## src/hdl/pdp8_macros.svh

```systemverilog
`ifndef PDP8_MACROS_SVH
`define PDP8_MACROS_SVH

`define PDP8_WORD_W     12
`define PDP8_ADDR_W     12
`define PDP8_MEM_WORDS  4096

// time states per major state, the wait state not counted
`define PDP8_TSTATES    4

// instruction fields, bit 0 is the least significant bit
`define PDP8_OP_HI      11
`define PDP8_OP_LO      9
`define PDP8_IND_BIT    8
`define PDP8_PAGE_BIT   7
`define PDP8_OFF_HI     6
`define PDP8_CLA_BIT    7
`define PDP8_IAC_BIT    0

`define PDP8_INT_SAVE   0
`define PDP8_INT_VECTOR 1
// first instruction after reset
`define PDP8_START_PC   'o0200

`endif
```

## src/hdl/pdp8_isa_pkg.sv

```systemverilog
package pdp8_isa_pkg;
`include "pdp8_macros.svh"

    localparam int MAJOR_LEN = `PDP8_TSTATES + 1;

    typedef enum logic [4:0] {
        F0 = 5'd0, FW, F1, F2, F3,
        D0 = 5'(MAJOR_LEN), DW, D1, D2, D3,
        E0 = 5'(2 * MAJOR_LEN), EW, E1, E2, E3,
        H0 = 5'(3 * MAJOR_LEN), HW, H1, H2, H3
    } major_state_t;

    typedef enum logic [2:0] {AND, TAD, ISZ, DCA, JMS, JMP, IOT, OPR} opcode_t;

    localparam logic [`PDP8_WORD_W-1:0] INSTR_ION = 'o6001;
    localparam logic [`PDP8_WORD_W-1:0] INSTR_IOF = 'o6002;
    localparam logic [`PDP8_WORD_W-1:0] INSTR_HLT = 'o7402;

    function automatic opcode_t op_of(input logic [`PDP8_WORD_W-1:0] instr);
        return opcode_t'(instr[`PDP8_OP_HI:`PDP8_OP_LO]);
    endfunction

    function automatic logic is_indirect(input logic [`PDP8_WORD_W-1:0] instr);
        return instr[`PDP8_IND_BIT];
    endfunction

endpackage

```

## src/hdl/pdp8_bus_pkg.sv

```systemverilog
package pdp8_bus_pkg;
`include "pdp8_macros.svh"

    typedef logic [`PDP8_WORD_W-1:0] word_t;
    typedef logic [`PDP8_ADDR_W-1:0] addr_t;

    // current owner of the core array
    typedef enum logic [1:0] {
        GNT_NONE,
        GNT_CPU,
        GNT_PANEL
    } grant_t;

endpackage

```

## src/hdl/mem_port_if.sv

```systemverilog
`timescale 1ns/100ps

interface mem_port_if import pdp8_bus_pkg::*; ();

    logic  req;
    logic  we;
    addr_t addr;
    word_t wdata;
    word_t rdata;
    logic  ack;

    // four-phase: req up, ack up, req down, ack down
    modport requester (
        output req, we, addr, wdata,
        input  rdata, ack
    );

    modport memory (
        input  req, we, addr, wdata,
        output rdata, ack
    );

endinterface

```

## src/hdl/cpu_datapath.sv

```systemverilog
`timescale 1ns/100ps
`include "pdp8_macros.svh"

module cpu_datapath import pdp8_isa_pkg::*, pdp8_bus_pkg::*;
(
    input  logic         clk,
    input  logic         reset,
    input  major_state_t state,
    input  logic         int_in_prog,
    output word_t        ir,
    output word_t        pc,
    output word_t        ac,
    output logic         int_ena,
    output logic         int_inh,
    output logic         mem_done,
    mem_port_if.requester mem
);

    typedef enum logic [1:0] {CYC_IDLE, CYC_REQ, CYC_DROP, CYC_DONE} cyc_t;

    cyc_t    cyc;
    addr_t   ma;
    word_t   md;
    opcode_t op;
    addr_t   ea;
    logic    launch;
    logic    write_cyc;

    assign op = op_of(ir);
    assign launch = (cyc == CYC_IDLE) && (state == FW || state == DW || state == EW);
    assign write_cyc = (state == EW) && (int_in_prog || op == DCA);
    assign mem_done = (cyc == CYC_DONE);
    assign mem.addr = ma;

    // current page comes from the fetch address still held in ma
    assign ea = ir[`PDP8_PAGE_BIT] ?
                {ma[`PDP8_ADDR_W-1:`PDP8_OFF_HI+1], ir[`PDP8_OFF_HI:0]} :
                addr_t'(ir[`PDP8_OFF_HI:0]);

    always_ff @(posedge clk)
    begin
        if (reset)
        begin
            cyc <= CYC_IDLE;
            mem.req <= 1'b0;
            pc <= word_t'(`PDP8_START_PC);
            ac <= '0;
            int_ena <= 1'b0;
            int_inh <= 1'b0;
        end
        else
        begin
            case (cyc)
                CYC_IDLE:
                begin
                    if (launch)
                    begin
                        mem.req <= 1'b1;
                        cyc <= CYC_REQ;
                    end
                end
                CYC_REQ:
                begin
                    if (mem.ack)
                    begin
                        mem.req <= 1'b0;
                        cyc <= CYC_DROP;
                    end
                end
                CYC_DROP: if (!mem.ack) cyc <= CYC_DONE;
                default: cyc <= CYC_IDLE;
            endcase

            case (state)
                F1:
                begin
                    pc <= pc + 1'b1;
                    int_inh <= 1'b0;
                end
                F2:
                begin
                    if (op == JMP && !is_indirect(ir))
                        pc <= ea;
                    else if (ir == INSTR_ION)
                    begin
                        int_ena <= 1'b1;
                        int_inh <= 1'b1;
                    end
                    else if (ir == INSTR_IOF)
                        int_ena <= 1'b0;
                    else if (op == OPR && !ir[`PDP8_IND_BIT])
                        ac <= (ir[`PDP8_CLA_BIT] ? '0 : ac) + word_t'(ir[`PDP8_IAC_BIT]);
                end
                D2: if (op == JMP) pc <= md;
                E2:
                begin
                    if (int_in_prog)
                    begin
                        pc <= word_t'(`PDP8_INT_VECTOR);
                        int_ena <= 1'b0;
                    end
                    else if (op == AND)
                        ac <= ac & md;
                    else if (op == TAD)
                        ac <= ac + md;
                    else if (op == DCA)
                        ac <= '0;
                end
                default: ;
            endcase
        end
    end

    always_ff @(posedge clk)
    begin
        if (launch)
        begin
            mem.we <= write_cyc;
            mem.wdata <= int_in_prog ? pc : ac;
            if (state == FW)
                ma <= pc;
            else if (state == EW && int_in_prog)
                ma <= addr_t'(`PDP8_INT_SAVE);
        end
        if (cyc == CYC_REQ && mem.ack)
            md <= mem.rdata;
        case (state)
            F1: ir <= md;
            F2: ma <= ea;
            // indirect operand address comes from the pointer word
            D2: if (op != JMP) ma <= md;
            default: ;
        endcase
    end

endmodule

```

## src/flat_wrapper.sv

```systemverilog
// flat-port wrapper written by rule: the top's interface ports become plain ports
module cpu_datapath_flat import pdp8_isa_pkg::*, pdp8_bus_pkg::*;
  (clk, reset, state, int_in_prog, ir, pc, ac, int_ena, int_inh, mem_done, mem_req, mem_we, mem_addr, mem_wdata, mem_rdata, mem_ack);
  mem_port_if mem_i ();
  input  logic clk;
  input  logic reset;
  input  major_state_t state;
  input  logic int_in_prog;
  output word_t ir;
  output word_t pc;
  output word_t ac;
  output logic int_ena;
  output logic int_inh;
  output logic mem_done;
  output wire logic [$bits(mem_i.req)-1:0] mem_req;
  output wire logic [$bits(mem_i.we)-1:0] mem_we;
  output wire logic [$bits(mem_i.addr)-1:0] mem_addr;
  output wire logic [$bits(mem_i.wdata)-1:0] mem_wdata;
  input wire logic [$bits(mem_i.rdata)-1:0] mem_rdata;
  input wire logic [$bits(mem_i.ack)-1:0] mem_ack;
  assign mem_req = mem_i.req;
  assign mem_we = mem_i.we;
  assign mem_addr = mem_i.addr;
  assign mem_wdata = mem_i.wdata;
  assign mem_i.rdata = mem_rdata;
  assign mem_i.ack = mem_ack;
  cpu_datapath u_core (.clk(clk), .reset(reset), .state(state), .int_in_prog(int_in_prog), .ir(ir), .pc(pc), .ac(ac), .int_ena(int_ena), .int_inh(int_inh), .mem_done(mem_done), .mem(mem_i));
endmodule
```

## config.mk

```make
export PLATFORM = sky130hd
export DESIGN_NAME = cpu_datapath_flat
export DESIGN_NICKNAME = d
export VERILOG_FILES = /design/src/hdl/pdp8_isa_pkg.sv /design/src/hdl/pdp8_bus_pkg.sv /design/src/hdl/mem_port_if.sv /design/src/hdl/cpu_datapath.sv /design/src/flat_wrapper.sv
export VERILOG_INCLUDE_DIRS = /design/src /design/src/hdl
export SDC_FILE = /design/constraint.sdc
export NUM_CORES = 1
export LEC_CHECK = 0
export BUFFER_PORTS_ARGS = -buffer_cell sky130_fd_sc_hd__buf_2
export CAP_MARGIN = 0
export CORE_UTILIZATION = 45
export CTS_CLUSTER_DIAMETER = 60
export DETAILED_ROUTE_END_ITERATION = 7
export PLACE_DENSITY = 0.67
export SYNTH_ARGS = -nofsm -noshare
export SYNTH_HDL_FRONTEND = slang
export SYNTH_SLANG_ARGS = --single-unit
```

## constraint.sdc

```tcl
create_clock -name clk -period 5.8 [get_ports clk]
set_clock_uncertainty 0.1 [all_clocks]
set_input_delay 0.29 -clock clk [delete_from_list [all_inputs] [get_ports clk]]
set_output_delay 0.29 -clock clk [all_outputs]
set_load 0.01 [all_outputs]
```

==> run summary <==
clock latency on the worst-skew pair: 0.36 ns
Worst Path Arrival: 3.10 ns
CP Launch Type: register
crit path cell chain: nand3b_1 > o21ai_0 > a22o_1 > nand2_1 > a2111oi_0 > nor3_1
Core ar.: 9819 um2
Final Core Density: 54.59%
largest vdd supply drop: 0.2336 mV
worst path bufs/invs: 0
RSZ-0062 raised after global routing: no
Pwr Density: 246.9 nW/um2
Min-Delay Endpoint: u_core.md[7]
IO Pins: 86
static leakage: 2.106 nW
Post-DP HPWL: 9.898 mm
Layout Nets: 609
Placed Cells: 683
largest family of logic cells by synthesized area: compound AO/OA/AOI/OAI gates
setup TNS: 0 ns
library cells used by synthesis: 67
WP data required: 5.93 ns
GRT overflow: 0
Clock Sink Count: 78
mean post-synth cell area: 9.406 um2
min-delay src: mem_rdata[7]
largest net degree at the start of global routing: 26
Total GRT Usage: 27.43%
Syn Inst Count: 487
post-synthesis simple-gate area fraction: 18.85%
Num CTS Buffers: 9
post-route minimum period: 2.971 ns
DRT antenna net count: 0
drc violations: 0
post-synthesis adder-cell area fraction: 5.627%
vias per cell: 6.212
Max Slew Vio Count: 0
crit-path max cell delay: 0.65 ns
slew at the pin closest to its max-slew limit: 1.161 ns
CTS max path bufs: 2
Initial Utilization: 46.65%
die area: 10590 um2
CTS tree: yes
Min-Delay Path Depth: 1
Setup-failing EPs final: 0
chip height: 102.9 um
FF-to-FF path depth: 6
Vias: 4386
outcome: completed
crit share post-route: 51.22%
Yosys reg bits: 78
mux contribution to synthesized area: 3.387%
synthesized area: 4581 um2
CTS root buffer: clkbuf_8
routability congestion estimate: 0.9521
post-synthesis compound-gate area fraction: 23.14%
worst flop-to-flop path startpoint: u_core.ir[10]
area delta synth->final: 17.02%
Die W: 102.9 um
Total Power: 0.001323 W
num rows: 36
crit path kind: register to register
wire length per cell: 19.95 um
Worst setup EP type: register
Post-Layout Cell Count: 706
sequential share of the synthesized area: 42.17%
Synth warnings: 0
R2R Path End: u_core.pc[0]
first-pass GRT wire length: 21.48 mm
fin area: 5360 um2
initial antenna violation count: 0
Port Buf Inserts: 85
syn_nets: 528
EDFF count, synth: 37
Slew HR: 22.58%
DR iter-0 viols: 339
maximum clock rate: 336.6 MHz
H-tree depth: 3
Hold WC Path Type: primary input to register
Clock Pin Slew Worst Setup and Hold Paths: 0.09 ns
final count of hold timing violations: 0
Crit path max-delay family: compound AO/OA/AOI/OAI gates
Post-synth ARST share: 0%
post-synthesis xor/xnor area fraction: 2.486%
CP max FO: 20
Setup Buffers After CTS: 0
vias in the first global route: 4107
DRT Pass-1 Iters: 5
max-cap viol count: 0
R2R setup slack: 2.83 ns
WL final: 14.08 mm
Placed Area: 5096 um2
Main synth FF type: dfxtp_1
ant diodes: 0
layout cells sized above 1: 21.82%
slowest CP cell: nand3b_1
-- cells by family (layout without fill, tap and decap cells) --
group / count (synthesis) / count (layout)
flip-flops: 78 / 78
XOR/XNOR: 13 / 13
multiplexers: 14 / 14
AND/OR/NAND/NOR: 165 / 165
adder cells (fa/ha/maj): 20 / 20
buffers and inverters: 47 / 133
AO/OA/AOI/OAI: 150 / 150
-- what timing repair did --
action,4_1_cts,5_1_grt
hold buffers,6,1
resized for setup,0,0
hold endpoints to repair,6,1
endpoints found under the setup margin,0,0
-- worst max path at each step --
stage | slack, ns | endpoint | cells past startpoint | from
2_1_floorplan | 3.25 | u_core.ir[0] | 4 | state[3]
3_3_place_gp | 2.95 | u_core.pc[0] | 7 | state[3]
3_5_place_dp | 2.88 | u_core.pc[1] | 7 | state[2]
4_1_cts | 2.96 | u_core.pc[0] | 6 | u_core.ir[10]
5_1_grt | 2.57 | u_core.pc[0] | 6 | u_core.ir[10]
6_report | 2.83 | u_core.pc[0] | 6 | u_core.ir[10]
-- sequential cells by signal (all words and copies together), names as in the netlist --
| register | flops |
|---|---|
| u_core.ac | 12 |
| u_core.cyc | 2 |
| u_core.int_ena | 1 |
| u_core.int_inh | 1 |
| u_core.ir | 12 |
| u_core.md | 12 |
| u_core.mem.addr | 12 |
| u_core.mem.req | 1 |
| u_core.mem.wdata | 12 |
| u_core.mem.we | 1 |
| u_core.pc | 12 |
-- layer usage --
layer | GRT usage (%) | share of wire [%]
met3 | 5.831 | 8.9
met4 | 14.52 | 4.2
met2 | 40.77 | 44
met5 | 0 | 0
met1 | 37.45 | 43
-- worst reg2reg max path: cells and delay by family (launching register included) --
kind            cells  cell delay (ns)
compound gates      3             1.17
simple gates        3             1.07
flops               1             0.51
-- final cells by class --
cell class	instances	area, um2
Tap cell	133	166.4
Clock inverter	3	23.77
Multi-Input combinational cell	362	2456
Timing Repair Buffer	98	540.5
Inverter	19	71.32
Fill cell	916	4459
Sequential cell	78	1932
Clock buffer	13	170.2
-- layout by cell type, fill, tap and decap left out, drive strengths merged, types with 4 or more instances in the layout --
cell,instances
a221oi,10
o32ai,6
a211oi,5
o21ai,21
dfxtp,41
ha,19
o221ai,7
nand3,16
xnor2,9
clkbuf,13
dlygate4sd3,7
nor2b,9
and3,6
inv,20
nand4,6
nand2,30
a222oi,4
nor2,42
mux2,12
buf,91
a22oi,11
a31oi,4
a21oi,39
a21o,9
edfxtp,37
o211ai,4
xor2,4
nor3,24
nor4,6
nor3b,4
-- per-stage QoR --
step           hold slack, ns  setup WS [ns]
2_1_floorplan          0.2889          3.250
3_3_place_gp           0.3661          2.951
3_5_place_dp           0.3681          2.884
4_1_cts              0.005339          2.962
5_1_grt             0.0009717          2.569
6_report              0.01063          2.829
-- cell usage after synthesis, types with 4 or more instances --
master	instances	area share [%]
a211oi_1	5	0.82
a21o_1	9	1.5
a21oi_1	39	4.3
a221oi_1	10	1.9
a222oi_1	4	0.87
a22oi_1	11	1.8
a31oi_1	4	0.55
and3_1	6	0.82
buf_2	9	0.98
clkbuf_1	16	1.3
dfxtp_1	41	18
edfxtp_1	37	24
ha_1	19	5.2
inv_1	18	1.5
mux2_2	12	3.0
nand2_1	30	2.5
nand3_1	16	1.7
nand4_1	6	0.82
nor2_1	42	3.4
nor2b_1	9	1.2
nor3_1	23	2.5
nor3b_1	4	0.66
nor4_1	6	0.82
o211ai_1	4	0.66
o21ai_0	19	2.1
o221ai_1	7	1.3
o32ai_1	6	1.1
xnor2_1	9	1.7
xor2_1	4	0.76
-- where the power goes --
| group | internal (W) | switching, W | total [W] |
|---|---|---|---|
| sequential | 0.000630 | 0.0000523 | 0.000682 |
| combinational | 0.0000971 | 0.000132 | 0.000229 |
| clock | 0.000197 | 0.000216 | 0.000413 |
| total | 0.000923 | 0.000400 | 0.00132 |
No activity file was read; power rests on OpenSTA's default activity.
