===== config.mk =====
export PLATFORM = sky130hd
export DESIGN_NAME = major_state_seq
export DESIGN_NICKNAME = d
export VERILOG_FILES = /design/src/hdl/pdp8_isa_pkg.sv /design/src/hdl/pdp8_bus_pkg.sv /design/src/hdl/major_state_seq.sv
export VERILOG_INCLUDE_DIRS = /design/src /design/src/hdl
export SDC_FILE = /design/constraint.sdc
export NUM_CORES = 1
export LEC_CHECK = 0
export ABC_AREA = 1
export BUFFER_PORTS_ARGS = -buffer_cell sky130_fd_sc_hd__clkbuf_2
export CAP_MARGIN = 5
export CORE_MARGIN = 3
export CORE_UTILIZATION = 40
export DETAILED_ROUTE_END_ITERATION = 8
export GPL_TIMING_DRIVEN = 0
export PLACE_DENSITY = 0.71
export SYNTH_ARGS = -nofsm -noshare
export SYNTH_HDL_FRONTEND = slang
export SYNTH_SLANG_ARGS = --single-unit

===== constraint.sdc =====
create_clock -name clk -period 1.52 [get_ports clk]
set_input_delay 0.304 -clock clk [delete_from_list [all_inputs] [get_ports clk]]
set_output_delay 0.304 -clock clk [all_outputs]
set_load 0.02 [all_outputs]

===== src/hdl/pdp8_macros.svh =====
`ifndef PDP8_MACROS_SVH
`define PDP8_MACROS_SVH

`define PDP8_WORD_W     12
`define PDP8_ADDR_W     12
`define PDP8_MEM_WORDS  4096

// time states per major state, the wait state not counted
`define PDP8_TSTATES    4

// instruction fields, bit 0 is the least significant bit
`define PDP8_OP_HI      11
`define PDP8_OP_LO      9
`define PDP8_IND_BIT    8
`define PDP8_PAGE_BIT   7
`define PDP8_OFF_HI     6
`define PDP8_CLA_BIT    7
`define PDP8_IAC_BIT    0

`define PDP8_INT_SAVE   0
`define PDP8_INT_VECTOR 1
// first instruction after reset
`define PDP8_START_PC   'o0200

`endif

===== src/hdl/pdp8_isa_pkg.sv =====
package pdp8_isa_pkg;
`include "pdp8_macros.svh"

    localparam int MAJOR_LEN = `PDP8_TSTATES + 1;

    typedef enum logic [4:0] {
        F0 = 5'd0, FW, F1, F2, F3,
        D0 = 5'(MAJOR_LEN), DW, D1, D2, D3,
        E0 = 5'(2 * MAJOR_LEN), EW, E1, E2, E3,
        H0 = 5'(3 * MAJOR_LEN), HW, H1, H2, H3
    } major_state_t;

    typedef enum logic [2:0] {AND, TAD, ISZ, DCA, JMS, JMP, IOT, OPR} opcode_t;

    localparam logic [`PDP8_WORD_W-1:0] INSTR_ION = 'o6001;
    localparam logic [`PDP8_WORD_W-1:0] INSTR_IOF = 'o6002;
    localparam logic [`PDP8_WORD_W-1:0] INSTR_HLT = 'o7402;

    function automatic opcode_t op_of(input logic [`PDP8_WORD_W-1:0] instr);
        return opcode_t'(instr[`PDP8_OP_HI:`PDP8_OP_LO]);
    endfunction

    function automatic logic is_indirect(input logic [`PDP8_WORD_W-1:0] instr);
        return instr[`PDP8_IND_BIT];
    endfunction

endpackage


===== src/hdl/pdp8_bus_pkg.sv =====
package pdp8_bus_pkg;
`include "pdp8_macros.svh"

    typedef logic [`PDP8_WORD_W-1:0] word_t;
    typedef logic [`PDP8_ADDR_W-1:0] addr_t;

    // current owner of the core array
    typedef enum logic [1:0] {
        GNT_NONE,
        GNT_CPU,
        GNT_PANEL
    } grant_t;

endpackage


===== src/hdl/major_state_seq.sv =====
`timescale 1ns/100ps

module major_state_seq import pdp8_isa_pkg::*, pdp8_bus_pkg::*;
(
    input  logic         clk,
    input  logic         reset,
    input  logic         halt,
    input  logic         single_step,
    input  logic         cont,
    input  logic         int_req,
    input  logic         int_ena,
    input  logic         int_inh,
    input  logic         trigger,
    input  logic         mem_done,
    input  logic         panel_done,
    input  word_t        instruction,
    output major_state_t state,
    output logic         int_in_prog
);

    opcode_t op;
    logic    go;
    logic    int_take;
    logic    fetch_exec;

    assign op = op_of(instruction);
    assign go = ~single_step | cont;
    assign int_take = int_req & int_ena & ~int_inh;
    // IOT, OPR and direct JMP complete in the fetch cycle
    assign fetch_exec = (op == IOT) || (op == OPR) ||
                        (op == JMP && !is_indirect(instruction));

    always_ff @(posedge clk)
    begin
        if (reset)
        begin
            state <= H0;
            int_in_prog <= 1'b0;
        end
        else
        begin
            case (state)
                F0:
                begin
                    int_in_prog <= 1'b0;
                    if (go)
                        state <= FW;
                end
                FW: if (mem_done) state <= F1;
                F1: state <= F2;
                F2: state <= F3;
                F3:
                begin
                    if (fetch_exec)
                    begin
                        if (halt || instruction == INSTR_HLT)
                            state <= H0;
                        else if (int_take && instruction != INSTR_IOF)
                        begin
                            // an IOF just fetched wins over a pending request
                            int_in_prog <= 1'b1;
                            state <= E0;
                        end
                        else
                            state <= F0;
                    end
                    else if (is_indirect(instruction))
                        state <= D0;
                    else
                        state <= E0;
                end
                D0: if (go) state <= DW;
                DW: if (mem_done) state <= D1;
                D1: state <= D2;
                D2: state <= D3;
                D3:
                begin
                    // JMP I is finished once the pointer is read
                    if (op != JMP)
                        state <= E0;
                    else if (int_take)
                    begin
                        int_in_prog <= 1'b1;
                        state <= E0;
                    end
                    else if (halt)
                        state <= H0;
                    else
                        state <= F0;
                end
                E0: if (go) state <= EW;
                EW: if (mem_done) state <= E1;
                E1: state <= E2;
                E2: state <= E3;
                E3:
                begin
                    if (halt)
                        state <= H0;
                    else if (int_in_prog)
                        state <= F0;
                    else if (int_take)
                    begin
                        int_in_prog <= 1'b1;
                        state <= E0;
                    end
                    else
                        state <= F0;
                end
                H0: state <= HW;
                HW:
                begin
                    if (trigger & ~cont)
                        state <= H1;
                    else if (~cont)
                        state <= H0;
                    else
                        state <= F0;
                end
                H1: state <= H2;
                H2: if (panel_done) state <= H3;
                H3: state <= H0;
                default: state <= H0;
            endcase
        end
    end

endmodule


==> results of run 1 <==
sequential cells by signal (all words and copies together) (netlist names):
register     flops
state            5
int_in_prog      1
cell type report:
cell class                      count  area share [%]
Multi-Input combinational cell    130           60.29
Buffer                              1           1.083
Timing Repair Buffer               28           13.48
Sequential cell                     6           12.39
Inverter                           21           7.581
Tap cell                           25           3.008
Clock buffer                        3           2.166
through the flow:
stage	util, %	hold slack, ns	total power, mW	setup slack (ns)	setup TNS (ns)
floorplan	-	0.3764	1.140	0.05322	0
global placement	53.95	0.5588	1.398	-0.001610	-0.001610
global route	57.11	0.3066	1.831	-0.01148	-0.01354
detailed placement	53.95	0.5557	1.404	-0.009037	-0.02268
CTS	55.53	0.3021	1.572	0.003717	0
finish	57.11	0.2976	1.648	0.1260	0
power by group through the flow:
stage / clock [mW] / combinational (mW) / sequential [mW]
2_1_floorplan: 0 / 0.751 / 0.389
3_3_place_gp: 0 / 1.06 / 0.337
3_5_place_dp: 0 / 1.07 / 0.337
4_1_cts: 0.152 / 1.08 / 0.340
5_1_grt: 0.165 / 1.28 / 0.382
6_report: 0.149 / 1.13 / 0.368
final timing paths:
kind / slack [ns] / from / end
min reg2reg: 0.55 / state[1] / state[1]
max reg2reg: 0.13 / state[4] / state[3]
max: 0.13 / state[4] / state[3]
min: 0.30 / reset / state[4]
critical path, stage by stage (launching register included):
cell and delay, ns:
dfxtp_2 0.43, inv_2 0.10, nand3_2 0.12, inv_2 0.06, nand2_1 0.10, nand3_1 0.09
nor2_1 0.14, nand2_1 0.07, nor2_1 0.10, nand3b_1 0.08
cell families (layout without fill, tap and decap cells):
kind of cell,count (synthesis),after routing,synth area share [%]
buffers and inverters,22,53,10.34
AOI/OAI and AO/OA,15,15,10.96
DFF,6,6,14.82
and+or+nand+nor,115,115,63.89
cells in the final DEF, fill, tap and decap left out, drive strengths merged:
| cell type | count |
|---|---|
| a21boi | 1 |
| a21oi | 9 |
| a41oi | 1 |
| buf | 1 |
| clkbuf | 31 |
| clkinv | 1 |
| dfxtp | 6 |
| inv | 20 |
| nand2 | 55 |
| nand3 | 18 |
| nand3b | 2 |
| nand4 | 1 |
| nor2 | 33 |
| nor3 | 5 |
| o21ai | 4 |
| or2 | 1 |
what timing repair did:
item	4_1_cts	5_1_grt
setup endpoints to repair	3	5
cloned	0	0
hold buffers	0	0
pin swaps	0	3
setup buffers	0	0
resized for setup	2	13
metal layers:
layer	up-vias	share of wire [%]	global-route usage [%]
met2	24	47	31.12
met1	445	47	25.83
li1	571	-	-
met4	0	0.62	4.036
met3	3	5.6	3.499
met5	-	0	0
==> results.ini, run 1 <==
[outcome]
status = finished, final reports clean

[yosys]
yosysTopAreaCell = nand2_1
synth.top_cells.by_area = nand2_1 (25%), dfxtp_1 (15%), nor2_1 (11%)
yosysMostFrequentCell = nand2_1
ys_seq_area_share_pct = 14.81
syn_area_sq_um = 810.8
yosys_warnings = 0
ys_ff_latch = 6
synth_nets = 181
synth-edff-count = 0
ys_types = 22
synthCells = 158
synth_flop_cell = dfxtp_1
synth_top_area_share_pct = 24.54
synthTopCellsByCount = nand2_1 (53), nor2_1 (23), nand3_1 (16)
avgSynthCellArea_sq_um = 5.132
async_flop_share_pct = 0

[critical_path]
crit_required_ns = 1.65
start_kind = register
worstPathArrival_ns = 1.52
path_class = register to register
cp_max_fo = 8
worstRegToRegCells = 9
worstSetupEndpointType = register

[power]
power_density_nw_per_um2 = 1585
p_switching_mw = 0.9105
p_int_mw = 0.7372
comb_power_share_pct = 68.6
power_frac_seq_pct = 22.4
ir_worst_vdd_mv = 1.050
leakagePower_nw = 0.5806
p_sw_share_pct = 55.26
clockPowerShare_pct = 9.1

[global_routing]
first_global_vias = 947
antenna_found_initial = 0
overflow = 0
track_usage_pct = 19.05
grt_max_degree = 9
grt_pass1_wl_um = 3864

[layout]
final_area_sq_um = 1040
syn2layout_area_growth_pct = 28.24
drive_gt1_share_pct = 34.39
fin_nets = 214
num-fill-cells = 205
final-seq-area_sq_um = 128.9
fin_cells = 214
multiInputGateArea_sq_um = 626.9
insertedDiodeCount = 0

[placed_design]
dp_hpwl_um = 1898
gp_congestion = 0.8923
io_buffers = 28
dpl_cell_area_sq_um = 982.2
dp.cells = 211

[die]
initial_core_util_pct = 44.54
die-area_sq_um = 2603
core_sq_um = 1821
top_level_ports = 29
fp.dieH_um = 51.02
rows = 15
die_x_um = 51.02

[clock_tree]
cts_tree = done
clock_path_buffers = 2
cts-root-buf = clkbuf_4
cts.reportedPaths.clkPinSlew_ns = 0.04
clkLatencyLatePin_ns = 0.25
htree_levels = 1
clock_sinks = 6
numCtsBuffers = 3

[timing]
finalSetupViolCount = 0
post-route-period-util_pct = 91.71
min_period_ns = 1.394
worst_pin_slew_ns = 0.2986
relSlewSlack_pct = 79.88
drv_slew = 0
hold_viol = 0
skew_ns = 0.002852
max_freq_ghz = 0.7173

[route]
routed_wl_um = 2266
dr.pass1.iters = 4
ant_nets = 0
via_count = 1043
drtIter0Drc = 38
wire_per_inst_um = 10.59
viasPerCell = 4.874
drc = 0

[hold_path]
holdPathStages = 2
hold_class = input pin to register

[run]
drv_cap = 0

Power figures use the tool's default switching activity.
==> inputs of run 2 (changes only) <==
--- a/config.mk
+++ b/config.mk
@@ -9,11 +9,11 @@
 export ABC_AREA = 1
 export BUFFER_PORTS_ARGS = -buffer_cell sky130_fd_sc_hd__clkbuf_2
 export CAP_MARGIN = 5
-export CORE_MARGIN = 3
-export CORE_UTILIZATION = 40
+export CORE_MARGIN = 5
+export CORE_UTILIZATION = 49
 export DETAILED_ROUTE_END_ITERATION = 8
 export GPL_TIMING_DRIVEN = 0
-export PLACE_DENSITY = 0.71
+export PLACE_DENSITY = 0.83
 export SYNTH_ARGS = -nofsm -noshare
 export SYNTH_HDL_FRONTEND = slang
 export SYNTH_SLANG_ARGS = --single-unit
==> results.ini, run 2 (synthesized netlist as in run 1, its figures left out) <==
[outcome]
status = finished, final reports clean

[die]
top_level_ports = 29  ; unchanged
die-area_sq_um = 2568  ; -1.3%
core_sq_um = 1541  ; -15%
die_x_um = 50.68  ; -0.68%
initial_core_util_pct = 52.60  ; +8.1 points
rows = 14  ; -1
fp.dieH_um = 50.68  ; -0.68%

[placed_design]
gp_congestion = 0.9271  ; +3.9%
dp_hpwl_um = 1879  ; -0.96%
io_buffers = 28  ; unchanged

[critical_path]
cpPeakStageDelay_ns = 0.31  ; -0.12 ns
cp_cell_sequence = buf_6 > inv_1 > nand2_2 > nor2_4 > nand2_2 > a21boi_2 > nor2_2 > nand2_4 > inv_2 > nand2_1 > nand2_1
cp_max_fo = 8  ; unchanged
worstRegToRegCells = 11  ; +2
critPathSlowestCell = dfxtp_1
critical-path-top-delay-family = simple AND/OR/NAND/NOR gates
regToRegStartpoint = state[0]
start_kind = register
worstPathArrival_ns = 1.51  ; about the same
worstSetupEndpointType = register
r2r_end = state[2]
crit_buf_inv = 3  ; +1
reg2reg_slack_ns = 0.13  ; about the same
crit_required_ns = 1.64  ; about the same
path_class = register to register

[global_routing]
overflow = 0  ; unchanged
grt_max_degree = 9  ; unchanged
grt_pass1_wl_um = 3836  ; -0.72%
track_usage_pct = 18.20  ; -0.85 points
antenna_found_initial = 0  ; unchanged
first_global_vias = 926  ; -2.2%

[hold_path]
hold_start = reset
holdPathStages = 2  ; unchanged
hold_class = input pin to register
hold_path_end = state[4]

[route]
drc = 0  ; unchanged
dr.pass1.iters = 4  ; unchanged
wire_per_inst_um = 10.95  ; +3.4%
ant_nets = 0  ; unchanged
viasPerCell = 5.180  ; +6.3%
routed_wl_um = 2256  ; -0.44%
drtIter0Drc = 29  ; -24%
via_count = 1067  ; +2.3%

[clock_tree]
cts_hold_buf = 0  ; unchanged
cts-root-buf = clkbuf_4
cts_tree = done
clock_path_buffers = 2  ; unchanged
clkLatencyLatePin_ns = 0.23  ; -0.02 ns
htree_levels = 1  ; unchanged
numCtsBuffers = 3  ; unchanged
clock_sinks = 6  ; unchanged
cts.reportedPaths.clkPinSlew_ns = 0.04  ; about the same

[power]
power_frac_seq_pct = 22.1  ; -0.3 points
p_sw_share_pct = 54.70  ; -0.56 points
clockPowerShare_pct = 8.2  ; -0.9 points
leakagePower_nw = 0.5867  ; +1.1%
ir_worst_vdd_mv = 1.144  ; +9.0%
comb_power_share_pct = 69.7  ; +1.1 points
p_switching_mw = 0.9146  ; +0.45%
power_mw = 1.672  ; +1.5%
p_int_mw = 0.7575  ; +2.8%
power_density_nw_per_um2 = 1604  ; +1.2%

[timing]
relSlewSlack_pct = 80.00  ; +0.12 points
min_period_ns = 1.388  ; -0.005602 ns
drv_slew = 0  ; unchanged
skew_ns = 0.001571  ; -0.001281 ns
hold_viol = 0  ; unchanged
max_freq_ghz = 0.7202  ; +0.40%
post-route-period-util_pct = 91.34  ; -0.37 points
worst_pin_slew_ns = 0.2968  ; -0.001792 ns
finalSetupViolCount = 0  ; unchanged

[layout]
layout_commonest_cell = nand2_1
final_cell_mix = nand2_1 (51), clkbuf_2 (28), nor2_1 (21)
reg.largest.list = state: 5 flops, int_in_prog: 1 flops
largest_reg_flops = 5  ; unchanged
fin_nets = 215  ; +0.47%
top_register = state
syn2layout_area_growth_pct = 28.55
postLayoutCoreUtil_pct = 67.61  ; +11 points
drive_gt1_share_pct = 35.26  ; +0.87 points
final-seq-area_sq_um = 130.1  ; +0.97%
multiInputGateArea_sq_um = 631.9  ; +0.80%
insertedDiodeCount = 0  ; unchanged
num-fill-cells = 162  ; -21%

[run]
drv_cap = 0  ; unchanged

[run 2: changes by cell type in the layout (fill, tap and decap cells not counted)]
cell     delta
nor2_1      -2
dfxtp_2     -2
buf_4       +1
dfxtp_1     +1
dfxtp_4     +1
nor2_2      +2
[run 2: what timing repair did]
| item | in CTS | in global routing |
|---|---|---|
| hold endpoints to repair | 0 | 0 |
| buffers inserted | 0 | 1 |
| gates resized for setup | 3 | 14 |
| pin swaps | 0 | 2 |
| setup endpoints to repair | 3 | 5 |
[run 2: metal layers]
metal	vias to the layer above	wire length (um)	global-route usage [%]
li1	569	-	-
met1	462	994	25.04
met2	36	1087	30.99
met3	0	175	2.663
met4	0	0	1.277
met5	-	0	0
[run 2: power by group through the flow]
stage                     sequential (mW)  combinational [mW]  clock [mW]
after floorplan                     0.389               0.751           0
after global placement              0.332                1.07           0
after detailed placement            0.337                1.07           0
after CTS                           0.346                1.09       0.142
after global routing                0.384                1.33       0.155
final                               0.369                1.17       0.137
[run 2: worst max-delay path by stage]
stage / startpoint / endpoint / slack (ns) / cells after the start
after floorplan: state[0] / state[2] / 0.05 / 10
after global placement: state[1] / state[0] / -0.01 / 9
after detailed placement: state[0] / state[0] / -0.03 / 11
after CTS: state[1] / state[2] / 0.008 / 9
after global routing: state[0] / state[0] / -0.02 / 12
final: state[0] / state[2] / 0.13 / 11
[run 2: through the flow]
stage	hold WS, ns	cell area (sq um)	setup WS (ns)	std cells	TNS (ns)
after floorplan	0.3764	810.8	0.05322	158	0
after global placement	0.5531	970.9	-0.009623	202	-0.01423
after detailed placement	0.5540	970.9	-0.03358	202	-0.07282
after CTS	0.3000	1005	0.008411	205	0
after global routing	0.3178	1042	-0.01946	206	-0.01946
final	0.3053	1042	0.1316	206	0
[run 2: area by class of cell]
cell class / count / area share [%]
tap: 16 / 1.921
inverter: 21 / 7.563
clock buffer: 3 / 2.161
buffer: 1 / 1.080
multi-input combinational: 130 / 60.62
sequential: 6 / 12.49
timing repair buffer: 29 / 14.17
