File: src/hdl/pdp8_macros.svh
`ifndef PDP8_MACROS_SVH
`define PDP8_MACROS_SVH

`define PDP8_WORD_W     12
`define PDP8_ADDR_W     12
`define PDP8_MEM_WORDS  4096

// time states per major state, the wait state not counted
`define PDP8_TSTATES    4

// instruction fields, bit 0 is the least significant bit
`define PDP8_OP_HI      11
`define PDP8_OP_LO      9
`define PDP8_IND_BIT    8
`define PDP8_PAGE_BIT   7
`define PDP8_OFF_HI     6
`define PDP8_CLA_BIT    7
`define PDP8_IAC_BIT    0

`define PDP8_INT_SAVE   0
`define PDP8_INT_VECTOR 1
// first instruction after reset
`define PDP8_START_PC   'o0200

`endif
File: src/hdl/pdp8_bus_pkg.sv
package pdp8_bus_pkg;
`include "pdp8_macros.svh"

    typedef logic [`PDP8_WORD_W-1:0] word_t;
    typedef logic [`PDP8_ADDR_W-1:0] addr_t;

    // current owner of the core array
    typedef enum logic [1:0] {
        GNT_NONE,
        GNT_CPU,
        GNT_PANEL
    } grant_t;

endpackage

File: src/hdl/mem_port_if.sv
`timescale 1ns/100ps

interface mem_port_if import pdp8_bus_pkg::*; ();

    logic  req;
    logic  we;
    addr_t addr;
    word_t wdata;
    word_t rdata;
    logic  ack;

    // four-phase: req up, ack up, req down, ack down
    modport requester (
        output req, we, addr, wdata,
        input  rdata, ack
    );

    modport memory (
        input  req, we, addr, wdata,
        output rdata, ack
    );

endinterface

File: src/hdl/console_loader.sv
`timescale 1ns/100ps

module console_loader import pdp8_bus_pkg::*;
(
    input  logic  clk,
    input  logic  reset,
    input  logic  start,
    input  word_t panel_addr,
    input  word_t panel_data,
    output logic  panel_busy,
    output logic  panel_done,
    mem_port_if.requester mem
);

    typedef enum logic [1:0] {LD_IDLE, LD_REQ, LD_DROP} ld_state_t;

    ld_state_t ld_state;
    addr_t     addr_q;
    word_t     data_q;

    assign mem.req = (ld_state == LD_REQ);
    assign mem.we = 1'b1;
    assign mem.addr = addr_q;
    assign mem.wdata = data_q;
    assign panel_busy = (ld_state != LD_IDLE);

    always_ff @(posedge clk)
    begin
        if (reset)
        begin
            ld_state <= LD_IDLE;
            panel_done <= 1'b0;
        end
        else
        begin
            panel_done <= 1'b0;
            case (ld_state)
                LD_IDLE: if (start) ld_state <= LD_REQ;
                LD_REQ: if (mem.ack) ld_state <= LD_DROP;
                default:
                begin
                    // deposit is over once ack falls
                    if (!mem.ack)
                    begin
                        ld_state <= LD_IDLE;
                        panel_done <= 1'b1;
                    end
                end
            endcase
        end
    end

    always_ff @(posedge clk)
    begin
        if (start && ld_state == LD_IDLE)
        begin
            addr_q <= addr_t'(panel_addr);
            data_q <= panel_data;
        end
    end

endmodule

File: src/flat_wrapper.sv
// flat-port wrapper written by rule: the top's interface ports become plain ports
module console_loader_flat import pdp8_bus_pkg::*;
  (clk, reset, start, panel_addr, panel_data, panel_busy, panel_done, mem_req, mem_we, mem_addr, mem_wdata, mem_rdata, mem_ack);
  mem_port_if mem_i ();
  input  logic clk;
  input  logic reset;
  input  logic start;
  input  word_t panel_addr;
  input  word_t panel_data;
  output logic panel_busy;
  output logic panel_done;
  output wire logic [$bits(mem_i.req)-1:0] mem_req;
  output wire logic [$bits(mem_i.we)-1:0] mem_we;
  output wire logic [$bits(mem_i.addr)-1:0] mem_addr;
  output wire logic [$bits(mem_i.wdata)-1:0] mem_wdata;
  input wire logic [$bits(mem_i.rdata)-1:0] mem_rdata;
  input wire logic [$bits(mem_i.ack)-1:0] mem_ack;
  assign mem_req = mem_i.req;
  assign mem_we = mem_i.we;
  assign mem_addr = mem_i.addr;
  assign mem_wdata = mem_i.wdata;
  assign mem_i.rdata = mem_rdata;
  assign mem_i.ack = mem_ack;
  console_loader u_core (.clk(clk), .reset(reset), .start(start), .panel_addr(panel_addr), .panel_data(panel_data), .panel_busy(panel_busy), .panel_done(panel_done), .mem(mem_i));
endmodule
File: config.mk
export PLATFORM = sky130hd
export DESIGN_NAME = console_loader_flat
export DESIGN_NICKNAME = d
export VERILOG_FILES = /design/src/hdl/pdp8_bus_pkg.sv /design/src/hdl/mem_port_if.sv /design/src/hdl/console_loader.sv /design/src/flat_wrapper.sv
export VERILOG_INCLUDE_DIRS = /design/src /design/src/hdl
export SDC_FILE = /design/constraint.sdc
export NUM_CORES = 1
export LEC_CHECK = 0
export ABC_AREA = 1
export BUFFER_PORTS_ARGS = -buffer_cell sky130_fd_sc_hd__buf_2
export CAP_MARGIN = 25
export CORE_MARGIN = 1
export CORE_UTILIZATION = 37
export CTS_CLUSTER_DIAMETER = 150
export DETAILED_ROUTE_END_ITERATION = 8
export PLACE_DENSITY = 0.76
export SLEW_MARGIN = 20
export SYNTH_ARGS = -nofsm -noshare
export SYNTH_HDL_FRONTEND = slang
export SYNTH_SLANG_ARGS = --single-unit
File: constraint.sdc
create_clock -name clk -period 2 [get_ports clk]
set_input_delay 0.4 -clock clk [delete_from_list [all_inputs] [get_ports clk]]
set_output_delay 0.4 -clock clk [all_outputs]
set_load 0.1 [all_outputs]
==> flow_metrics.tcl, run 1 <==
set metrics [dict create \
    wl_per_cell_um 10.56 \
    clock_skew_ns 0.002061 \
    maxCapViolCount 0 \
    clock-sinks 27 \
    vias_per_cell 4.171 \
    wl_mm 1.362 \
    antenna_found_initial 0 \
    dpl.hpwl_mm 1.040 \
    die_w_um 50.13 \
    critPathMaxFanout 4 \
    yosysUniqueCellTypes 12 \
    synth.top_cells.by_count "24 x edfxtp_1, 5 x inv_1, 3 x dfxtp_1, 2 x nand2_1, 2 x nor2_1" \
    synth_area_leaders "edfxtp_1 84%, dfxtp_1 7.0%, inv_1 2.2%, a21oi_2 1.0%, buf_4 0.88%" \
    crit_required_ns 1.60 \
    r2r_cells 4 \
    cts_buffer_depth 2 \
    clock_latency_ns 0.30 \
    yosysMostFrequentCell "edfxtp_1" \
    grt_pass1_wl_mm 2.049 \
    dieArea_mm2 0.002513 \
    drtIter0Drc 7 \
    p_per_area_mw_per_mm2 1044 \
    synth_area_leader_cell "edfxtp_1" \
    hold_buffers 0 \
    ys_seq_area_frac 0.9109 \
    r2r-end "u_core.mem.addr[4]$_DFFE_PP_" \
    setup_slack_ns 0.3286 \
    yosys.area_share.xor_xnor 0 \
    io_buffers 54 \
    synth_compound_area_frac 0.01022 \
    cts_resized 0 \
    rrSetupSlack_ns 0.74 \
    grt_start_max_net_pins 25 \
    muxShareOfSynthArea 0 \
    rsz0062_at_grt "no" \
    drc_errors 0 \
    post_cts_buffers 0 \
    synth_edf_count 24 \
    synthesis.instances 43 \
    via_count 538 \
    start_kind "flip-flop" \
    synth_flop_cell "edfxtp_1" \
    grt_usage 0.1204 \
    setup_tns_ns 0 \
    cts_buffers 3 \
    dieHeight_um 50.13 \
    hold_start "panel_data[1]" \
    min_path_type "primary input to flip-flop" \
    fin_crit_sh 0.8357 \
    synth-simple-area-share 0.04380 \
    design.core.area_mm2 0.002191 \
    synth_nets 83 \
    regArea_um2 780.7 \
    hold_viol 0 \
    drive_gt1_frac 0.6139 \
    synth_fa_ha_area_frac 0 \
    p_leak_nw 0.5344 \
    n_antenna_cell 0 \
    min_to "u_core.mem.wdata[1]$_DFFE_PP_" \
    firstDrtPassIters 4 \
    dp_slack_ns 0.6847 \
    pin_count 68 \
    start_util 0.3912 \
    tritoncts "yes" \
    finalNetCount 142 \
    crit_type "flip-flop to output port" \
    synth_seq_cells 27 \
    synth_top_family_by_area "simple AND/OR/NAND/NOR gates" \
    ant_nets 0 \
    holdPathStages 1 \
    setup_violations 0 \
    netlist_area_um2 857.1 \
    htree_levels 1 \
    arrival_ns 1.27 \
    worst_r2r_startpoint "u_core.ld_state[1]$_SDFFE_PP0P_" \
    peakVddDrop_uv 430.8 \
    synth_warnings 0 \
    clk_pin_slew_ns 0.13 \
    multi_input_area_um2 52.55 \
    ctsRootBufferMaster "clkbuf_4" \
    slew_viol_final 0 \
    gp_congestion 0.6165 \
    row_count 17 \
    overflow 0 \
    endpoint_kind "output port" \
    area_delta_synth_final_pct 38.98 \
    syn_area_per_cell_um2 19.93 \
    fillers 189 \
    status "finished clean" \
    clock.fmax_mhz 598.3 \
    async_flop_share 0 \
    grt_pass1_vias 488 \
    finalCriticalPeriod_ns 1.671 \
    synth_top_area_frac 0.8409 \
]
-- layout make-up --
| class | count | area share |
|---|---|---|
| Inverter | 5 | 0.01576 |
| Clock buffer | 4 | 0.02206 |
| Timing Repair Buffer | 55 | 0.2332 |
| Sequential cell | 27 | 0.6555 |
| Multi-Input combinational cell | 10 | 0.04412 |
| Tap cell | 28 | 0.02941 |
-- power breakdown --
group | total, mW | switching, mW | internal [mW]
clock | 0.215 | 0.137 | 0.0776
sequential | 0.666 | 0.00901 | 0.657
combinational | 0.363 | 0.314 | 0.0487
total | 1.24 | 0.460 | 0.784
-- worst max-delay path by stage --
stage / from / endpoint / slack [ns] / cells after the start
2_1_floorplan: u_core.ld_state[0]$_SDFFE_PP0P_ / mem_req / 0.43 / 2
3_3_place_gp: u_core.ld_state[1]$_SDFFE_PP0P_ / panel_busy / 0.69 / 3
3_5_place_dp: u_core.ld_state[1]$_SDFFE_PP0P_ / panel_busy / 0.68 / 3
4_1_cts: u_core.ld_state[1]$_SDFFE_PP0P_ / panel_busy / 0.31 / 3
5_1_grt: u_core.ld_state[1]$_SDFFE_PP0P_ / panel_busy / 0.24 / 3
6_report: u_core.ld_state[1]$_SDFFE_PP0P_ / panel_busy / 0.33 / 3
-- state kept, by name, indices dropped and copies added (netlist names) --
signal	count
u_core.mem.addr	12
u_core.mem.wdata	12
u_core.ld_state	2
u_core.panel_done	1
-- per-layer routing --
layer  vias up  routed length (µm)  part of all wire  global-route usage
li1        266                   -                 -                   -
met3         2                 174              0.13             0.04545
met1       232                 575              0.42              0.1455
met2        38                 590              0.43              0.1756
met4         0                  22             0.016             0.08571
met5         -                   0                 0                   0
-- logic make-up (layout without fill, tap and decap cells) --
logic type | Yosys count | in the layout
compound gates | 1 | 1
other cells | 1 | 1
flops | 27 | 27
buf+inv | 6 | 64
simple gates | 8 | 8
-- worst max-delay path, stage by stage, from the launching register on --
cell and delay, ns:
dfxtp_1 0.43, nor2_2 0.08, inv_1 0.05, buf_2 0.41
-- placed cells by master (no fill, tap or decap) --
master    instances
nand2_1           2
edfxtp_1         24
nor2_1            1
inv_1             5
nand3_1           1
clkbuf_1          1
nor3_1            1
a21oi_2           1
nor2_2            2
buf_2            54
dfxtp_1           3
clkbuf_4          3
buf_4             1
nand2_2           1
conb_1            1
-- stage by stage --
| stage | util | area [µm²] | total power, mW | cells | hold slack (ns) |
|---|---|---|---|---|---|
| after global routing | 0.5437 | 1191 | 1.287 | 129 | 0.2383 |
| after global placement | 0.5317 | 1165 | 1.041 | 125 | 0.5007 |
| after CTS | 0.5437 | 1191 | 1.256 | 129 | 0.2482 |
| after detailed placement | 0.5317 | 1165 | 1.044 | 125 | 0.5111 |
| after floorplan | - | 859.6 | 0.9819 | 43 | 0.4624 |
| final | 0.5437 | 1191 | 1.244 | 129 | 0.2624 |
(Power assumes the default switching activity.)
==> run 2, diff against run 1 <==
--- a/config.mk
+++ b/config.mk
@@ -6,14 +6,14 @@
 export SDC_FILE = /design/constraint.sdc
 export NUM_CORES = 1
 export LEC_CHECK = 0
-export ABC_AREA = 1
+export ABC_AREA = 0
 export BUFFER_PORTS_ARGS = -buffer_cell sky130_fd_sc_hd__buf_2
 export CAP_MARGIN = 25
 export CORE_MARGIN = 1
-export CORE_UTILIZATION = 37
+export CORE_UTILIZATION = 34
 export CTS_CLUSTER_DIAMETER = 150
 export DETAILED_ROUTE_END_ITERATION = 8
-export PLACE_DENSITY = 0.76
+export PLACE_DENSITY = 0.74
 export SLEW_MARGIN = 20
 export SYNTH_ARGS = -nofsm -noshare
 export SYNTH_HDL_FRONTEND = slang
==> constraint.sdc (replaced) <==
create_clock -name clk -period 1.4 [get_ports clk]
set_input_delay 0.28 -clock clk [delete_from_list [all_inputs] [get_ports clk]]
set_output_delay 0.28 -clock clk [all_outputs]
set_load 0.1 [all_outputs]
==> run 2 against run 1 <==
Global-route usage decreased by 0.34 points. Flip-flop and latch count did not move. Non-clock buffer count is 2 higher. Critical path type unchanged. Wire length up 25%. Clock-buffer cell count unchanged. Largest power group unchanged.
==> flow_metrics.tcl, run 2 <==
set metrics [dict create \
    status "finished clean" \
    top_usage_layer "met2" \
    arrival_ns 1.09 \
    p_sw_uw 682.5 \
    endpoint_kind "output port" \
    row_count 17 \
    drtIter0Drc 10 \
    min_to "u_core.mem.wdata[5]$_DFFE_PP_" \
    internal_power_mw 1.171 \
    critPathMaxFanout 5 \
    synth_seq_cells 27 \
    grt_start_max_net_pins 25 \
    syn_area_per_cell_um2 21.65 \
    dp.cells 122 \
    p_leak_nw 0.5615 \
    ctsRootBufferMaster "clkbuf_4" \
    clock-sinks 27 \
    slew_viol_final 0 \
    async_flop_share 0 \
    hold_ws_ns 0.1387 \
    p_per_area_mw_per_mm2 1439 \
    area_delta_synth_final_pct 48.70 \
    hold_buffers 0 \
    cts_buffer_depth 2 \
    netlist_area_um2 865.8 \
    firstDrtPassIters 3 \
    min_path_type "primary input to flip-flop" \
    via_count 553 \
    met1_usage 0.1176 \
    pin_count 68 \
    r2r-end "u_core.mem.wdata[1]$_DFFE_PP_" \
    grt_pass1_wl_mm 2.201 \
    clock.fmax_mhz 729.5 \
    power.share.switching 0.3683 \
    grt_pass1_vias 505 \
    cts_buffers 3 \
    peakVddDrop_uv 624.8 \
    power_frac_clock 0.167 \
    hold_start "panel_data[5]" \
    dieArea_mm2 0.002753 \
    yosysMostFrequentCell "edfxtp_1" \
    synth_edf_count 24 \
    synth_flop_cell "edfxtp_1" \
    design.core.area_mm2 0.002297 \
    drc_errors 0 \
    finalNetCount 141 \
    synth_warnings 0 \
    use_met3 0.04348 \
    gp_congestion 0.6375 \
    synth_nets 80 \
    rsz0062_at_grt "yes" \
    yosysUniqueCellTypes 14 \
    critPathLaunch "u_core.ld_state[1]$_SDFFE_PP0P_" \
    start_kind "flip-flop" \
    power_mw 1.853 \
    io_buffers 54 \
    holdPathStages 1 \
    rrSetupSlack_ns 0.09 \
    crit_type "flip-flop to output port" \
    layout_commonest_cell "buf_2" \
    finalCriticalPeriod_ns 1.371 \
    ys_seq_area_frac 0.9017 \
    clk_pin_slew_ns 0.13 \
    seqPwrFrac 0.516 \
    crit_required_ns 1.12 \
    die_w_um 52.47 \
    synth_area_leader_cell "edfxtp_1" \
    start_util 0.3769 \
    clock_latency_ns 0.30 \
    dieHeight_um 52.47 \
    htree_levels 1 \
    tritoncts "yes" \
    maxCapViolCount 0 \
    combPwrFrac 0.318 \
    synth_area_leaders "edfxtp_1 83%, dfxtp_1 6.9%, and4b_1 1.2%, a31o_1 1.0%, and2b_2 1.0%" \
    worst_r2r_startpoint "u_core.ld_state[1]$_SDFFE_PP0P_" \
    wl_per_cell_um 13.30 \
    synth.top_cells.by_count "24 x edfxtp_1, 3 x dfxtp_1, 2 x nor2_1" \
    final_cell_mix "44 x buf_2, 24 x edfxtp_1, 11 x clkbuf_4" \
    setup_tns_ns 0 \
    synthesis.instances 40 \
    ant_nets 0 \
    setup_violations 0 \
    wl_mm 1.702 \
    drive_gt1_frac 0.6500 \
    vias_per_cell 4.320 \
    hold_viol 0 \
    met2_usage 0.2046 \
    overflow 0 \
    fin_crit_sh 0.9791 \
    r2r_cells 4 \
    fillers 202 \
    grt_usage 0.1170 \
    clock_skew_ns 0.003185 \
    dpl.hpwl_mm 1.196 \
    synth_top_area_frac 0.8324 \
    final_cell_count_no_fill 128 \
    n_antenna_cell 0 \
    antenna_found_initial 0 \
]
run 2: cells by family (layout without fill, tap and decap cells):
kind of cell	Yosys count	after routing	share of synthesized area
other cells	1	1	0.004331
buf+inv	2	62	0.01300
simple gates	9	9	0.07082
compound gates	1	1	0.01012
flops	27	27	0.9017
run 2: worst max path at each step:
stage | endpoint | slack, ns | cells past startpoint
after floorplan | u_core.mem.addr[0]$_DFFE_PP_ | -0.10 | 2
after CTS | mem_addr[5] | 0.008 | 1
after detailed placement | u_core.mem.wdata[4]$_DFFE_PP_ | 0.21 | 3
final | panel_busy | 0.03 | 2
after global placement | u_core.mem.addr[2]$_DFFE_PP_ | 0.21 | 3
after global routing | mem_wdata[9] | -0.03 | 1
run 2: what timing repair did:
item / CTS / global route
endpoints found under the setup margin: 1 / 10
gates cloned: 0 / 0
setup buffers: 2 / 0
gates resized for setup: 1 / 9
pin swaps: 1 / 0
run 2: layer usage:
layer  share of wire  vias to the layer above
met4               0                        0
met3            0.12                        0
met2            0.52                       36
met5               0                        -
li1                -                      267
met1            0.37                      250
run 2: final cells by class:
cell class	instances	area (µm²)	area share
sequential	27	785.8	0.6103
timing repair buffer	57	355.3	0.2760
multi-input combinational	11	81.33	0.06317
tap	28	35.03	0.02721
clock buffer	4	26.28	0.02041
inverter	1	3.754	0.002915
run 2: power groups by stage:
stage,clock network [mW],registers [mW],logic [mW]
5_1_grt,0.360,0.961,0.608
4_1_cts,0.327,0.956,0.583
2_1_floorplan,0,1.32,0.100
6_report,0.309,0.956,0.589
3_3_place_gp,0,0.972,0.569
3_5_place_dp,0,0.975,0.573
run 2: through the flow:
step / setup slack [ns] / util / area (µm²)
2_1_floorplan: -0.1001 / - / 874.6
3_3_place_gp: 0.2135 / 0.5321 / 1222
3_5_place_dp: 0.2069 / 0.5321 / 1222
4_1_cts: 0.008176 / 0.5507 / 1265
5_1_grt: -0.02532 / 0.5605 / 1287
6_report: 0.02927 / 0.5605 / 1287
run 2: critical path, cell delays in order, from the launching register on:
cell and delay [ns]:
dfxtp_4 0.38, or2_4 0.24, buf_12 0.17
==> run 3, diff against run 2 <==
--- a/config.mk
+++ b/config.mk
@@ -14,6 +14,7 @@
 export CTS_CLUSTER_DIAMETER = 150
 export DETAILED_ROUTE_END_ITERATION = 8
 export PLACE_DENSITY = 0.74
+export SETUP_SLACK_MARGIN = 0.3
 export SLEW_MARGIN = 20
 export SYNTH_ARGS = -nofsm -noshare
 export SYNTH_HDL_FRONTEND = slang
==> run 3 against run 2 <==
Fmax rose by 0.48%. Core utilization rose by 7.5 points. Flip-flop and latch count did not move. Register-to-register slack barely moved. Total power rose by 4.9%. Die area did not move. Combinational power rose by 12%.
==> flow_metrics.tcl, run 3 (synthesized netlist as in run 2, its figures left out) <==
set metrics [dict create \
    dpl.hpwl_mm 1.200 \
    tritoncts "yes" \
    clock-sinks 27 \
    crit_path_cell_trace "or2_4 -> buf_12" \
    status "finished clean" \
    layout_commonest_cell "buf_2" \
    finalCriticalPeriod_ns 1.364 \
    arrival_ns 1.08 \
    clk_pin_slew_ns 0.13 \
    cts_buffer_depth 2 \
    final_cell_mix "27 x buf_2, 24 x buf_6, 24 x edfxtp_1" \
    holdPathStages 1 \
    dp.cells 123 \
    grt_usage 0.1501 \
    crit_slowest_cell "dfxtp_2" \
    crit_type "flip-flop to output port" \
    antenna_found_initial 0 \
    p_per_area_mw_per_mm2 1331 \
    min_to "u_core.mem.wdata[11]$_DFFE_PP_" \
    firstDrtPassIters 3 \
    combPwrFrac 0.340 \
    hold_start "panel_data[11]" \
    setup_slack_ns 0.03587 \
    die_w_um 52.47 \
    p_leak_nw 0.6236 \
    endpoint_kind "output port" \
    overflow 0 \
    maxCapViolCount 0 \
    seqPwrFrac 0.499 \
    pin_count 68 \
    min_path_type "primary input to flip-flop" \
    worst_r2r_startpoint "u_core.ld_state[0]$_SDFFE_PP0P_" \
    htree_levels 1 \
    power_mw 1.943 \
    ant_nets 0 \
    finalNetCount 143 \
    clock.fmax_mhz 733.1 \
    hold_buffers 0 \
    io_buffers 54 \
    fin_crit_sh 0.9744 \
    gp_congestion 0.6587 \
    hold_viol 0 \
    ctsRootBufferMaster "clkbuf_4" \
    crit_family "flip-flops" \
    slew_viol_final 0 \
    via_count 584 \
    area_delta_synth_final_pct 68.64 \
    cp_slowest_stage_delay_ns 0.35 \
    rsz0062_at_grt "yes" \
    final_cell_count_no_fill 130 \
    n_antenna_cell 0 \
    cp_num_buf_inv 1 \
    clock_latency_ns 0.31 \
    row_count 17 \
    drc_errors 0 \
    power.share.switching 0.3632 \
    start_util 0.3769 \
    start_kind "flip-flop" \
    crit_required_ns 1.12 \
    drive_gt1_frac 0.6667 \
    grt_pass1_vias 570 \
    grt_start_max_net_pins 15 \
    power_frac_clock 0.161 \
    setup_violations 0 \
    fillers 163 \
    r2r_cells 4 \
    p_sw_uw 705.7 \
    r2r-end "u_core.mem.addr[8]$_DFFE_PP_" \
    dieHeight_um 52.47 \
    cts_buffers 3 \
    internal_power_mw 1.238 \
    dp_slack_ns 0.2071 \
    critPathMaxFanout 3 \
    dieArea_mm2 0.002753 \
    drtIter0Drc 3 \
    setup_tns_ns 0 \
    vias_per_cell 4.492 \
    peakVddDrop_uv 710.5 \
    clock_skew_ns 0.003262 \
    wl_per_cell_um 14.75 \
    wl_mm 1.918 \
    grt_pass1_wl_mm 2.677 \
    design.core.area_mm2 0.002297 \
    rrSetupSlack_ns 0.08 \
]
run 3: power groups by stage:
stage          Sequential (mW)  Combinational [mW]  Clock, mW
4_1_cts                  0.968               0.656      0.320
3_3_place_gp             0.972               0.584          0
3_5_place_dp             0.974               0.589          0
6_report                 0.970               0.661      0.312
2_1_floorplan             1.32               0.102          0
5_1_grt                  0.974               0.678      0.351
run 3: area by class of cell:
class | instances | area (µm²) | area share
Tap cell | 28 | 35.03 | 0.02399
Inverter | 1 | 3.754 | 0.002571
Multi-Input combinational cell | 11 | 82.58 | 0.05656
Clock buffer | 4 | 26.28 | 0.01799
Timing Repair Buffer | 59 | 528.0 | 0.3616
Sequential cell | 27 | 784.5 | 0.5373
run 3: how the worst max path moves through the flow:
| stage | from | end | slack [ns] | depth (start not counted) |
|---|---|---|---|---|
| finish | u_core.ld_state[0]$_SDFFE_PP0P_ | panel_busy | 0.04 | 2 |
| CTS | u_core.ld_state[1]$_SDFFE_PP0P_ | mem_req | 0.02 | 2 |
| floorplan | u_core.ld_state[1]$_SDFFE_PP0P_ | u_core.mem.addr[0]$_DFFE_PP_ | -0.1 | 2 |
| detailed placement | u_core.ld_state[1]$_SDFFE_PP0P_ | u_core.mem.wdata[0]$_DFFE_PP_ | 0.21 | 3 |
| global placement | u_core.ld_state[1]$_SDFFE_PP0P_ | u_core.mem.addr[7]$_DFFE_PP_ | 0.21 | 3 |
| global route | u_core.ld_state[0]$_SDFFE_PP0P_ | panel_busy | 0.001 | 2 |
run 3: per-stage QoR:
stage / hold slack, ns / util / cell area [µm²]
finish: 0.1364 / 0.6356 / 1460
global route: 0.1080 / 0.6356 / 1460
CTS: 0.1267 / 0.6324 / 1453
detailed placement: 0.4581 / 0.5419 / 1245
global placement: 0.4569 / 0.5419 / 1245
floorplan: 0.3476 / - / 877.1
run 3: worst reg2reg max path, cell delays in order (launching register included):
cell     delay, ns
dfxtp_2       0.35
or2_4         0.26
buf_4         0.15
nor2_4        0.14
buf_12        0.16
run 3: layer usage:
layer  vias to the layer above  track usage  share of wire
met5                         -            0              0
met4                         0      0.09211          0.011
met3                         2      0.04638           0.10
met2                        34       0.2700           0.54
met1                       277       0.1472           0.34
li1                        271            -              -
run 3: timing repair:
item	in CTS	in global routing
setup endpoints to repair	51	51
gates resized for setup	53	0
buffers inserted	2	1
pin swaps	1	0
